**config.mk**
```make
export PLATFORM = sky130hd
export DESIGN_NAME = idct_datapath
export DESIGN_NICKNAME = d
export VERILOG_FILES = /design/src/idct_math_pkg.sv /design/src/idct_mem_pkg.sv /design/src/mac_lane.sv /design/src/idct_datapath.sv
export SDC_FILE = /design/constraint.sdc
export NUM_CORES = 2
export LEC_CHECK = 0
export CAP_MARGIN = 0
export CORE_ASPECT_RATIO = 0.7
export CORE_MARGIN = 2
export CORE_UTILIZATION = 60
export CTS_CLUSTER_DIAMETER = 60
export CTS_CLUSTER_SIZE = 8
export DETAILED_ROUTE_END_ITERATION = 12
export DONT_BUFFER_PORTS = 1
export PLACE_DENSITY = 0.84
export SLEW_MARGIN = 10
export SYNTH_ARGS = -nofsm -noshare
export SYNTH_HDL_FRONTEND = slang
export SYNTH_SLANG_ARGS = --single-unit
```
**constraint.sdc**
```tcl
create_clock -name clock -period 12.9 [get_ports clock]
set_input_delay 1.29 -clock clock [delete_from_list [all_inputs] [get_ports clock]]
set_output_delay 1.29 -clock clock [all_outputs]
set_load 0.01 [all_outputs]
```
**src/idct_math_pkg.sv**
```systemverilog
package idct_math_pkg;

	typedef logic signed [15:0] coef_t;
	typedef logic signed [31:0] prod_t;
	typedef logic signed [31:0] cos_t;
	typedef logic [7:0] pixel_t;

	localparam int BLOCK_DIM = 8;
	localparam int PAIRS = 4;

	// row sums are scaled back by 2^8, pixels sit at bit 16 of the column sum
	localparam int ROW_SHIFT = 8;
	localparam int COL_SHIFT = 16;

	// basis matrix scaled by 4096, first index is the input index k
	localparam cos_t COS_TABLE [BLOCK_DIM][BLOCK_DIM] = '{
		'{ 1448,  1448,  1448,  1448,  1448,  1448,  1448,  1448},
		'{ 2008,  1702,  1137,   399,  -399, -1137, -1702, -2008},
		'{ 1892,   783,  -783, -1892, -1892,  -783,   783,  1892},
		'{ 1702,  -399, -2008, -1137,  1137,  2008,   399, -1702},
		'{ 1448, -1448, -1448,  1448,  1448, -1448, -1448,  1448},
		'{ 1137, -2008,   399,  1702, -1702,  -399,  2008, -1137},
		'{  783, -1892,  1892,  -783,  -783,  1892, -1892,   783},
		'{  399, -1137,  1702, -2008,  2008, -1702,  1137,  -399}
	};

	typedef enum logic {
		ROW_PASS,
		COL_PASS
	} pass_e;

	// one lane step, four steps make one output element
	typedef struct packed {
		pass_e pass;
		logic [1:0] step;
		logic [2:0] out_index;
		logic first;
		logic last;
	} mac_ctrl_t;

endpackage

```
**src/idct_mem_pkg.sv**
```systemverilog
package idct_mem_pkg;

	typedef logic [17:0] sram_addr_t;
	typedef logic [15:0] sram_data_t;
	typedef logic [6:0] buf_addr_t;
	typedef logic [31:0] buf_data_t;

	// coefficients come from the upper SRAM region, pixels go to the bottom
	localparam sram_addr_t IN_BASE = 18'd76800;
	localparam sram_addr_t OUT_BASE = 18'd0;
	localparam int SRAM_READ_LATENCY = 2;

	// S' pairs in words 0..31, T in words 64..127
	localparam buf_addr_t T_BASE = 7'd64;

	typedef struct packed {
		buf_addr_t addr;
		buf_data_t data;
		logic we;
	} ram_req_t;

	typedef enum logic [2:0] {
		IDLE,
		FETCH,
		ROW,
		COL,
		FLUSH,
		STORE,
		DONE
	} ctrl_state_e;

endpackage

```
**src/mac_lane.sv**
```systemverilog
`timescale 1ns/1ns

module mac_lane
	import idct_math_pkg::*;
#(
	parameter int LANE_PARITY = 0
) (
	input logic clock,
	input logic resetn,
	input mac_ctrl_t ctrl,
	input logic valid,
	input prod_t sample,
	output prod_t product,
	output logic product_valid
);

	logic [2:0] k;
	cos_t coef_q;
	prod_t sample_q;
	logic operand_valid;

	// even lane covers k = 0,2,4,6, odd lane k = 1,3,5,7
	assign k = {ctrl.step, 1'(LANE_PARITY)};

	always_ff @(posedge clock) begin
		if (valid) begin
			coef_q <= COS_TABLE[k][ctrl.out_index];
			sample_q <= sample;
		end
		if (operand_valid) begin
			product <= coef_q * sample_q;
		end
	end

	always_ff @(posedge clock or negedge resetn) begin
		if (!resetn) begin
			operand_valid <= 1'b0;
			product_valid <= 1'b0;
		end else begin
			operand_valid <= valid;
			product_valid <= operand_valid;
		end
	end

endmodule

```
**src/idct_datapath.sv**
```systemverilog
`timescale 1ns/1ns

module idct_datapath
	import idct_math_pkg::*;
	import idct_mem_pkg::*;
(
	input logic clock,
	input logic resetn,
	input mac_ctrl_t ctrl,
	input logic valid,
	input buf_data_t q_a,
	input buf_data_t q_b,
	output buf_data_t result_value,
	output logic result_valid
);

	prod_t sample_even;
	prod_t sample_odd;
	prod_t product_even;
	prod_t product_odd;
	logic valid_even;
	logic valid_odd;
	mac_ctrl_t ctrl_d1;
	mac_ctrl_t ctrl_d2;
	prod_t acc;
	prod_t acc_next;
	pixel_t pixel;
	logic sum_step;

	always_comb begin
		if (ctrl.pass == ROW_PASS) begin
			// one word holds S'[r][2j] above S'[r][2j+1]
			sample_even = prod_t'(coef_t'(q_a[31:16]));
			sample_odd = prod_t'(coef_t'(q_a[15:0]));
		end else begin
			sample_even = prod_t'(q_a);
			sample_odd = prod_t'(q_b);
		end
	end

	mac_lane #(.LANE_PARITY(0)) u_lane_even (
		.clock(clock),
		.resetn(resetn),
		.ctrl(ctrl),
		.valid(valid),
		.sample(sample_even),
		.product(product_even),
		.product_valid(valid_even)
	);

	mac_lane #(.LANE_PARITY(1)) u_lane_odd (
		.clock(clock),
		.resetn(resetn),
		.ctrl(ctrl),
		.valid(valid),
		.sample(sample_odd),
		.product(product_odd),
		.product_valid(valid_odd)
	);

	assign sum_step = valid_even && valid_odd;
	assign acc_next = (ctrl_d2.first ? prod_t'(0) : acc) + product_even + product_odd;

	// saturate to 0..255 around the pixel byte
	always_comb begin
		if (acc_next[31]) begin
			pixel = '0;
		end else if (|acc_next[30:COL_SHIFT+8]) begin
			pixel = '1;
		end else begin
			pixel = acc_next[COL_SHIFT +: 8];
		end
	end

	// step info follows the two lane stages
	always_ff @(posedge clock) begin
		ctrl_d1 <= ctrl;
		ctrl_d2 <= ctrl_d1;
		if (sum_step) begin
			acc <= acc_next;
			if (ctrl_d2.last) begin
				if (ctrl_d2.pass == ROW_PASS) begin
					result_value <= buf_data_t'(acc_next >>> ROW_SHIFT);
				end else begin
					result_value <= buf_data_t'(pixel);
				end
			end
		end
	end

	always_ff @(posedge clock or negedge resetn) begin
		if (!resetn) begin
			result_valid <= 1'b0;
		end else begin
			result_valid <= sum_step && ctrl_d2.last;
		end
	end

endmodule

```
==> results.py <==
metrics = {
    "route": {
        "vias": 23650,
        "ant_nets": 0,
        "avgViaCountPerCell": 5.687,
        "wire_per_inst_um": 19.89,
        "drc": 0,
        "dr.pass1.iters": 6,
        "dr.first_iter.drc_count": 2181,
        "drt_wl_total_mm": 82.68,
    },
    "yosys": {
        "yosys_most_used_dff": "edfxtp_1",
        "syn_area_um2": 35310,
        "netlist_instances": 3456,
        "synth.avg_cell_area_um2": 10.22,
        "syn_nets": 4501,
        "synthTopCellsByArea": "fa_1 38%, edfxtp_1 17%, ha_1 11%, inv_1 7.6%, and2_1 6.7%",
        "synthArstFlopShare_pct": 1.402,
        "synth_cell_types": 82,
        "yosysMostFrequentCell": "inv_1",
        "synth-seq-cells": 214,
        "yosys_warnings": 0,
        "synth_top_area_share_pct": 37.53,
        "synth_common_cells": "714 x inv_1, 662 x fa_1, 381 x and2_1",
        "synth_edf_count": 205,
        "synth_area_leader_cell": "fa_1",
        "ys_seq_area_share_pct": 17.98,
    },
    "global_routing": {
        "grt_max_degree": 87,
        "grt.busiest_layer": "met2",
        "overflow": 0,
        "grt_use_met2_pct": 42.70,
        "grt_usage_pct": 28.85,
        "grt_pass1_vias": 24920,
        "met1_usage_pct": 42.68,
        "gr-usage-met3_pct": 7.752,
        "grt_pass1_wl_mm": 135.5,
        "antenna_found_initial": 1,
    },
    "clock_tree": {
        "postCtsHoldBufs": 0,
        "worstSkewPairLatency_ns": 0.56,
        "htreeDepth": 2,
        "cts_tree": "done",
        "numCtsBuffers": 36,
        "cts.clk_slew.worst_paths_ns": 0.06,
        "root_buffer": "clkbuf_16",
        "clkSinkCount": 214,
        "cts_setup_buffers": 0,
        "ctsResizeCount": 0,
        "clockBufferDepth": 3,
    },
    "cells_and_area": {
        "final_core_util_pct": 63.45,
        "area_growth_pct": 4.634,
        "fill_cells": 4405,
        "nets": 4420,
        "drive_above_1_share_pct": 3.533,
    },
    "setup_path": {
        "crit_chain": "buf_4 -> and2_1 -> inv_1 -> fa_1 -> inv_1 -> fa_1 -> inv_1 -> fa_1 -> inv_1 -> fa_1 -> fa_1 -> fa_1 -> fa_1 -> fa_1 -> ha_1 -> a21o_1 -> a21oi_1 -> nor2b_1 -> a311oi_1 -> nor2_1 -> o31a_1 -> mux2i_1 -> nand2_1",
        "crit_family": "adder cells",
        "path_class": "reg -> reg",
        "start_kind": "flop",
        "crit_path_max_incr_delay_ns": 0.71,
        "worst_ep_arrival_time_ns": 8.19,
        "end_kind": "flop",
        "cp_common_cell": "fa_1",
        "cp_slowest_cell": "fa_1",
        "critPathMaxFanout": 28,
        "worstPathRequired_ns": 13.19,
        "cp_num_buf_inv": 5,
    },
    "sta": {
        "setup_viol": 0,
        "rsz0062_at_grt": "false",
        "worst_slew_pin_slew_ns": 1.109,
        "hold_viol_final": 0,
        "slew_headroom_pct": 26.04,
        "tns_ns": 0,
        "whs_ns": 0.3168,
        "finalMaxSlewViolations": 0,
        "fin_ws_ns": 5.000,
        "skew_ns": 0.02778,
        "fmax_mhz": 126.6,
        "period_minus_slack_ns": 7.900,
        "fin_crit_sh_pct": 61.24,
    },
    "floorplan": {
        "boundaryPins": 108,
        "start_util_pct": 60.64,
        "core-area_um2": 58240,
        "die_y_um": 207.0,
        "core.rowCount": 74,
        "fp.dieW_um": 294.0,
        "design.die.area_um2": 60840,
    },
    "placement": {
        "hpwl_mm": 66.95,
        "portBuffers": 0,
        "pre_cts_slack_ns": 4.980,
        "place_congestion": 0.9467,
    },
    "run_status": {
        "outcome": "complete, no violations",
    },
    "min_path": {
        "hold_class": "reg -> reg",
    },
    "job": {
        "drv_cap": 0,
    },
}
[cells by family (layout without fill, tap and decap cells)]
kind of cell	count (synthesis)	in the layout	share of synthesized area, %
AO/OA/AOI/OAI	295	295	5.545
multiplexers	39	39	1.251
AND/OR/NAND/NOR	927	927	13.68
adder cells (fa/ha/maj)	970	970	48.44
other	0	1	0
buffers and inverters	852	793	9.152
flip-flops	214	214	17.98
XOR/XNOR	159	159	3.943
[per-stage QoR]
stage          instances  area (um^2)
2_1_floorplan       3456        35310
5_1_grt             4157        36950
6_report            4158        36950
4_1_cts             4157        36950
3_5_place_dp        4097        35850
3_3_place_gp        4097        35850
[state kept, by name (all words and copies together), names as in the netlist]
signal	cells
acc	32
ctrl_d1	3
ctrl_d2	3
result_valid	1
result_value	24
u_lane_even.coef_q	10
u_lane_even.product	32
u_lane_even.sample_q	32
u_lane_odd.coef_q	11
u_lane_odd.operand_valid	1
u_lane_odd.product	32
u_lane_odd.product_valid	1
u_lane_odd.sample_q	32
[worst paths after layout]
check	slack (ns)	end	depth (start not counted)	startpoint
max	5.00	u_lane_even.product[30]	23	u_lane_even.coef_q[30]
min	0.32	ctrl_d2[1]	0	ctrl_d1[1]
max reg2reg	5.00	u_lane_even.product[30]	23	u_lane_even.coef_q[30]
min reg2reg	0.32	ctrl_d2[1]	0	ctrl_d1[1]
max in group asynchronous	12.40	u_lane_odd.operand_valid	0	resetn
min in group asynchronous	0.43	u_lane_odd.operand_valid	0	resetn
[routing by layer]
layer | wire length [um] | vias up
met5 | 0 | -
met4 | 1831 | 0
met3 | 9434 | 117
met2 | 34850 | 1151
met1 | 36570 | 11870
li1 | - | 10510
[cell type report]
| type | instances | area [um^2] | area share (%) |
|---|---|---|---|
| Clock buffer | 50 | 953.4 | 2.580 |
| Sequential cell | 214 | 6352 | 17.19 |
| Timing Repair Buffer | 18 | 135.1 | 0.3657 |
| Tap cell | 760 | 950.9 | 2.573 |
| Inverter | 715 | 2684 | 7.263 |
| Multi-Input combinational cell | 2390 | 25730 | 69.64 |
| Clock inverter | 10 | 141.4 | 0.3826 |
| Antenna cell | 1 | 2.502 | 0.006772 |
[placed cells by master, fill, tap and decap left out, types with 8 or more instances in the layout]
cell type  count
and2_1       381
clkbuf_1      14
o21bai_1      13
ha_1         308
nor3_1        13
a21oi_1       95
xor2_1        42
nor2b_1       43
nand2b_1      23
nor2_1        63
inv_1        714
xnor2_1      117
clkbuf_16     36
o211ai_1      13
o21a_1        12
nand2_1      329
a22oi_1        9
nand3_1       31
o21ai_1        8
a211oi_1      15
edfxtp_1     205
buf_4         18
a21o_1        31
fa_1         662
mux2_2        31
and3_1         8
a31oi_1        9
o21ai_0       33
Power is not shown: default switching activity piles up to over one toggle a cycle in this logic, so the estimate is an artifact.
