<file path="src/idct_math_pkg.sv">
package idct_math_pkg;

	typedef logic signed [15:0] coef_t;
	typedef logic signed [31:0] prod_t;
	typedef logic signed [31:0] cos_t;
	typedef logic [7:0] pixel_t;

	localparam int BLOCK_DIM = 8;
	localparam int PAIRS = 4;

	// row sums are scaled back by 2^8, pixels sit at bit 16 of the column sum
	localparam int ROW_SHIFT = 8;
	localparam int COL_SHIFT = 16;

	// basis matrix scaled by 4096, first index is the input index k
	localparam cos_t COS_TABLE [BLOCK_DIM][BLOCK_DIM] = '{
		'{ 1448,  1448,  1448,  1448,  1448,  1448,  1448,  1448},
		'{ 2008,  1702,  1137,   399,  -399, -1137, -1702, -2008},
		'{ 1892,   783,  -783, -1892, -1892,  -783,   783,  1892},
		'{ 1702,  -399, -2008, -1137,  1137,  2008,   399, -1702},
		'{ 1448, -1448, -1448,  1448,  1448, -1448, -1448,  1448},
		'{ 1137, -2008,   399,  1702, -1702,  -399,  2008, -1137},
		'{  783, -1892,  1892,  -783,  -783,  1892, -1892,   783},
		'{  399, -1137,  1702, -2008,  2008, -1702,  1137,  -399}
	};

	typedef enum logic {
		ROW_PASS,
		COL_PASS
	} pass_e;

	// one lane step, four steps make one output element
	typedef struct packed {
		pass_e pass;
		logic [1:0] step;
		logic [2:0] out_index;
		logic first;
		logic last;
	} mac_ctrl_t;

endpackage

</file>
<file path="src/idct_mem_pkg.sv">
package idct_mem_pkg;

	typedef logic [17:0] sram_addr_t;
	typedef logic [15:0] sram_data_t;
	typedef logic [6:0] buf_addr_t;
	typedef logic [31:0] buf_data_t;

	// coefficients come from the upper SRAM region, pixels go to the bottom
	localparam sram_addr_t IN_BASE = 18'd76800;
	localparam sram_addr_t OUT_BASE = 18'd0;
	localparam int SRAM_READ_LATENCY = 2;

	// S' pairs in words 0..31, T in words 64..127
	localparam buf_addr_t T_BASE = 7'd64;

	typedef struct packed {
		buf_addr_t addr;
		buf_data_t data;
		logic we;
	} ram_req_t;

	typedef enum logic [2:0] {
		IDLE,
		FETCH,
		ROW,
		COL,
		FLUSH,
		STORE,
		DONE
	} ctrl_state_e;

endpackage

</file>
<file path="src/idct_control.sv">
`timescale 1ns/1ns

module idct_control
	import idct_math_pkg::*;
	import idct_mem_pkg::*;
(
	input logic clock,
	input logic resetn,
	input logic start,
	output logic done,
	output sram_addr_t sram_address,
	input sram_data_t sram_read_data,
	output sram_data_t sram_write_data,
	output logic sram_we_n,
	output ram_req_t req0_a,
	output ram_req_t req0_b,
	output ram_req_t req1_a,
	output ram_req_t req1_b,
	input buf_data_t q1_a,
	input buf_data_t q1_b,
	output mac_ctrl_t mac_ctrl,
	output logic mac_valid,
	input buf_data_t result_value,
	input logic result_valid
);

	ctrl_state_e state;
	logic [8:0] cnt;
	logic [5:0] res_cnt;
	sram_data_t s_hold;

	logic [8:0] fetch_idx;
	logic fetch_wr;
	logic streaming;
	logic [1:0] step;
	logic [2:0] idx_mid;
	logic [2:0] idx_hi;
	logic last_result;

	// cnt = {r, n, j} in ROW and {r, c, j} in COL
	assign step = cnt[1:0];
	assign idx_mid = cnt[4:2];
	assign idx_hi = cnt[7:5];
	assign streaming = !cnt[8];

	// coefficient arriving on the SRAM bus this cycle
	assign fetch_idx = cnt - 9'(SRAM_READ_LATENCY);
	assign fetch_wr = (cnt >= 9'(SRAM_READ_LATENCY)) && fetch_idx[0];
	assign last_result = result_valid && (res_cnt == 6'd63);

	always_comb begin
		req0_a = '0;
		req0_b = '0;
		req1_a = '0;
		req1_b = '0;
		case (state)
			FETCH: begin
				req0_b.addr = buf_addr_t'(fetch_idx[5:1]);
				req0_b.data = {s_hold, sram_read_data};
				req0_b.we = fetch_wr;
			end
			ROW: begin
				req0_a.addr = {2'b00, idx_hi, step};
				req0_b.addr = T_BASE + buf_addr_t'(res_cnt);
				req0_b.data = result_value;
				req0_b.we = result_valid;
			end
			COL, FLUSH: begin
				// T rows 2j and 2j+1 of column c
				req0_a.addr = T_BASE + buf_addr_t'({step, 1'b0, idx_mid});
				req0_b.addr = T_BASE + buf_addr_t'({step, 1'b1, idx_mid});
				req1_a.addr = buf_addr_t'(res_cnt);
				req1_a.data = result_value;
				req1_a.we = result_valid;
			end
			STORE: begin
				req1_a.addr = buf_addr_t'({cnt[4:0], 1'b0});
				req1_b.addr = buf_addr_t'({cnt[4:0], 1'b1});
			end
			default: ;
		endcase
	end

	always_ff @(posedge clock or negedge resetn) begin
		if (!resetn) begin
			state <= IDLE;
			cnt <= '0;
			res_cnt <= '0;
			mac_valid <= 1'b0;
			done <= 1'b0;
			sram_we_n <= 1'b1;
			sram_address <= IN_BASE;
		end else begin
			done <= 1'b0;
			mac_valid <= 1'b0;
			if (result_valid) begin
				res_cnt <= res_cnt + 6'd1;
			end
			case (state)
				IDLE: begin
					if (start) begin
						cnt <= '0;
						res_cnt <= '0;
						sram_address <= IN_BASE;
						state <= FETCH;
					end
				end
				FETCH: begin
					if (cnt < 9'd63) begin
						sram_address <= IN_BASE + sram_addr_t'(cnt + 9'd1);
					end
					if (cnt == 9'(63 + SRAM_READ_LATENCY)) begin
						cnt <= '0;
						state <= ROW;
					end else begin
						cnt <= cnt + 9'd1;
					end
				end
				ROW: begin
					mac_valid <= streaming;
					if (streaming) begin
						cnt <= cnt + 9'd1;
					end
					// column pass reads T over port B, so all of T lands first
					if (last_result) begin
						cnt <= '0;
						state <= COL;
					end
				end
				COL: begin
					mac_valid <= 1'b1;
					cnt <= cnt + 9'd1;
					if (cnt == 9'd255) begin
						state <= FLUSH;
					end
				end
				FLUSH: begin
					if (last_result) begin
						cnt <= '0;
						state <= STORE;
					end
				end
				STORE: begin
					// pair m is read at cnt m and written at cnt m+1
					if (cnt != 9'd0) begin
						sram_address <= OUT_BASE + sram_addr_t'(cnt - 9'd1);
						sram_we_n <= 1'b0;
					end
					if (cnt == 9'd32) begin
						state <= DONE;
					end
					cnt <= cnt + 9'd1;
				end
				DONE: begin
					sram_we_n <= 1'b1;
					done <= 1'b1;
					state <= IDLE;
				end
				default: begin
					state <= IDLE;
				end
			endcase
		end
	end

	// lane step lines up with the buffer read data one cycle later
	always_ff @(posedge clock) begin
		mac_ctrl.pass <= (state == COL) ? COL_PASS : ROW_PASS;
		mac_ctrl.step <= step;
		mac_ctrl.out_index <= (state == COL) ? idx_hi : idx_mid;
		mac_ctrl.first <= (step == 2'd0);
		mac_ctrl.last <= (step == 2'(PAIRS - 1));
		if (state == FETCH && !fetch_idx[0]) begin
			s_hold <= sram_read_data;
		end
		if (state == STORE) begin
			sram_write_data <= {q1_a[7:0], q1_b[7:0]};
		end
	end

endmodule

</file>
<file path="config.mk">
export PLATFORM = sky130hd
export DESIGN_NAME = idct_control
export DESIGN_NICKNAME = d
export VERILOG_FILES = /design/src/idct_math_pkg.sv /design/src/idct_mem_pkg.sv /design/src/idct_control.sv
export SDC_FILE = /design/constraint.sdc
export NUM_CORES = 1
export LEC_CHECK = 0
export BUFFER_PORTS_ARGS = -buffer_cell sky130_fd_sc_hd__buf_2
export CAP_MARGIN = 20
export CORE_AREA = 2 2 125 127
export CTS_BUF_LIST = sky130_fd_sc_hd__clkbuf_8
export CTS_CLUSTER_SIZE = 24
export DETAILED_ROUTE_END_ITERATION = 6
export DIE_AREA = 0 0 127 129
export PLACE_DENSITY = 0.61
export SLEW_MARGIN = 10
export SYNTH_ARGS = -nofsm -noshare
export SYNTH_HDL_FRONTEND = slang
export SYNTH_SLANG_ARGS = --single-unit
</file>
<file path="constraint.sdc">
create_clock -name clock -period 3.4 [get_ports clock]
set_clock_uncertainty 0.1 [all_clocks]
set_input_delay 0.34 -clock clock [delete_from_list [all_inputs] [get_ports clock]]
set_output_delay 0.34 -clock clock [all_outputs]
set_load 0.1 [all_outputs]
</file>
==> metrics.md <==
| Metric | Value |
|---|---|
| Outcome | completed |
| Routed WL | 14.0 mm |
| Diode count | 0 |
| Top Layer Used | met4 |
| First-pass GRT wire length | 20.6 mm |
| CP startpoint | state[2]$_DFFE_PN0P_ |
| Final hold vios | 0 |
| Crit Path Max Fanout | 34 |
| Max Root-Sink Buffers | 2 |
| Area grow syn2layout | 24.6% |
| Final Slew Violations | 0 |
| Port-buffer cells | 204 |
| Final ANT Viol Nets | 0 |
| Fin nets | 801 |
| Final clock period utilization by the worst path | 89.1% |
| EDFF count, synth | 32 |
| Met1 wire length | 6.07 mm |
| GPL Wtd Cong | 0.854 |
| Vias in the first global route | 3667 |
| CP Launch Type | flop |
| Peak Freq | 330 MHz |
| Num CTS Buffers | 9 |
| Commonest non-fill, non-tap cell in the layout | buf_2 |
| Met2 WL | 6.67 mm |
| Ranking of synthesized cells by area | edfxtp_1 21%, dfrtp_1 17%, buf_4 12% |
| CTS Hold Buffers Added | 1 |
| YS warnings | 0 |
| Rows | 45 |
| Most frequent cells in the layout | 204 x buf_2, 68 x conb_1, 38 x and2_1 |
| CTS tree | yes |
| Clock root buffer | clkbuf_8 |
| DIE WIDTH | 127 um |
| Cell taking the most area after synthesis | edfxtp_1 |
| # setup viols final | 0 |
| Crit end category | output port |
| Initial antenna violation count | 0 |
| Main synth FF type | edfxtp_1 |
| RR Startpoint | cnt[1]$_DFFE_PN0P_ |
| Max-Cap Viols | 0 |
| Hold slack | 43.2 ps |
| Critical Path RT | 2960 ps |
| Asr flop ratio synth | 45.2% |
| Die area | 16400 um^2 |
| Final critical-path required period | 3030 ps |
| Synth unique cells | 63 |
| Congestion Overflow GR | 0 |
| Largest net degree at the start of global routing | 42 |
| Rel. slew slack | 46.9% |
| Ports | 321 |
| Part of the Yosys area used for sequential elements | 41.7% |
| Crit path arrival time | 2590 ps |
| Layout cells sized above 1 | 37.4% |
| Starting Density | 31.2% |
| Cells after Synth | 480 |
| H-Tree Depth | 3 |
| RSZ-0062 raised after global routing | no |
| Routed WL per cell | 16.1 um |
| Post-DP HPWL | 10.5 mm |
| Clock-pin slew on the worst setup and hold paths | 80 ps |
| Post-CTS Setup Repair Bufs | 0 |
| All-layer global routing usage | 16.4% |
| Detailed Route Iter0 Violations | 280 |
| Resized Gates After CTS | 0 |
| Drt pass-1 iters | 5 |
| FF+latch count, synth | 73 |
| Top cell type's share of synthesized area | 20.6% |
| Clk_lat worst skew | 370 ps |
| Setup TNS | 0 ps |
| Syn avg cell area | 9.74 um^2 |
| Met3 wire len | 1.12 mm |
| Vias/cell | 4.77 |
| DRC errors left | 0 |
| Core area | 15000 um^2 |
| Worst Tran Pin Value | 796 ps |
| CTS sink count | 73 |
| Mapped cell area | 4680 um^2 |
| Die Y | 129 um |
| Hold WC Path Type | primary input to flop |
| Vias | 4139 |
| Hold Path Origin | q1_a[3] |
| Crit path kind | flop to output port |
==> per-layer routing <==
| metal | vias up | track usage, % |
|---|---|---|
| met2 | 207 | 26.3 |
| met1 | 1958 | 22.2 |
| met3 | 15 | 3.33 |
| li1 | 1959 | - |
| met4 | 0 | 5.43 |
| met5 | - | 0 |
==> metrics by stage <==
stage | utilization (%) | setup WS (ps) | cells | cell area, um^2
3_3_place_gp | 37.7 | 711 | 851 | 5640
5_1_grt | 38.9 | 229 | 868 | 5820
6_report | 38.9 | 371 | 868 | 5820
2_1_floorplan | - | 50.2 | 547 | 4930
4_1_cts | 38.9 | 364 | 868 | 5820
3_5_place_dp | 37.7 | 695 | 851 | 5640
==> kinds of logic after synthesis <==
| kind of cell | Yosys count | synth area share (%) |
|---|---|---|
| xor+xnor | 11 | 2.06 |
| simple gates | 139 | 16.2 |
| other cells | 1 | 0.0802 |
| buf+inv | 119 | 16.2 |
| fa+ha+maj | 10 | 2.68 |
| compound gates | 116 | 18.3 |
| flops | 73 | 41.7 |
| mux | 11 | 2.84 |
==> synth_stat cells, types with 9 or more instances <==
library cell,number
edfxtp_1,32
ha_1,10
nor2_1,30
and2_1,38
inv_1,14
a21oi_1,14
clkbuf_1,20
nand4_1,9
nand2_1,25
a22o_1,32
buf_4,74
dfrtp_1,31
o21ai_0,23
==> worst max-delay path, cell delays in order (launching register included) <==
cell	delay, ps
dfrtp_1	510
buf_4	250
nand2b_1	260
nor2_2	130
buf_4	360
a22o_1	240
buf_2	450
==> state kept, by name, summed over array words and instances (netlist names) <==
name and count:
s_hold 16, sram_write_data 16, sram_address 12, cnt 9, mac_ctrl 8, res_cnt 6
state 3, done 1, mac_valid 1, sram_we_n 1
==> cell type report <==
type	count	area, um^2
clock buffers	10	138
clock inverters	6	35.0
fillers	1562	9150
inverters	14	52.6
multi-input cells	355	2230
flip-flops and latches	73	1950
well taps	188	235
repair buffers	222	1180
==> worst paths after layout <==
path	to	slack, ps	cells after the start
worst max register to register	sram_address[8]$_DFFE_PN0P_	690	6
worst min register to register	sram_address[8]$_DFFE_PN0P_	410	1
min in group asynchronous	state[1]$_DFFE_PN0P_	490	2
worst max-delay path	req0_b[22]	370	6
worst min-delay path	sram_write_data[11]$_DFFE_PP_	40	1
max in group asynchronous	res_cnt[1]$_DFF_PN0_	2210	2
Power is left out: the tool's default activity adds up to more than one toggle a clock period on the data nets, which glitch-free logic cannot reach.
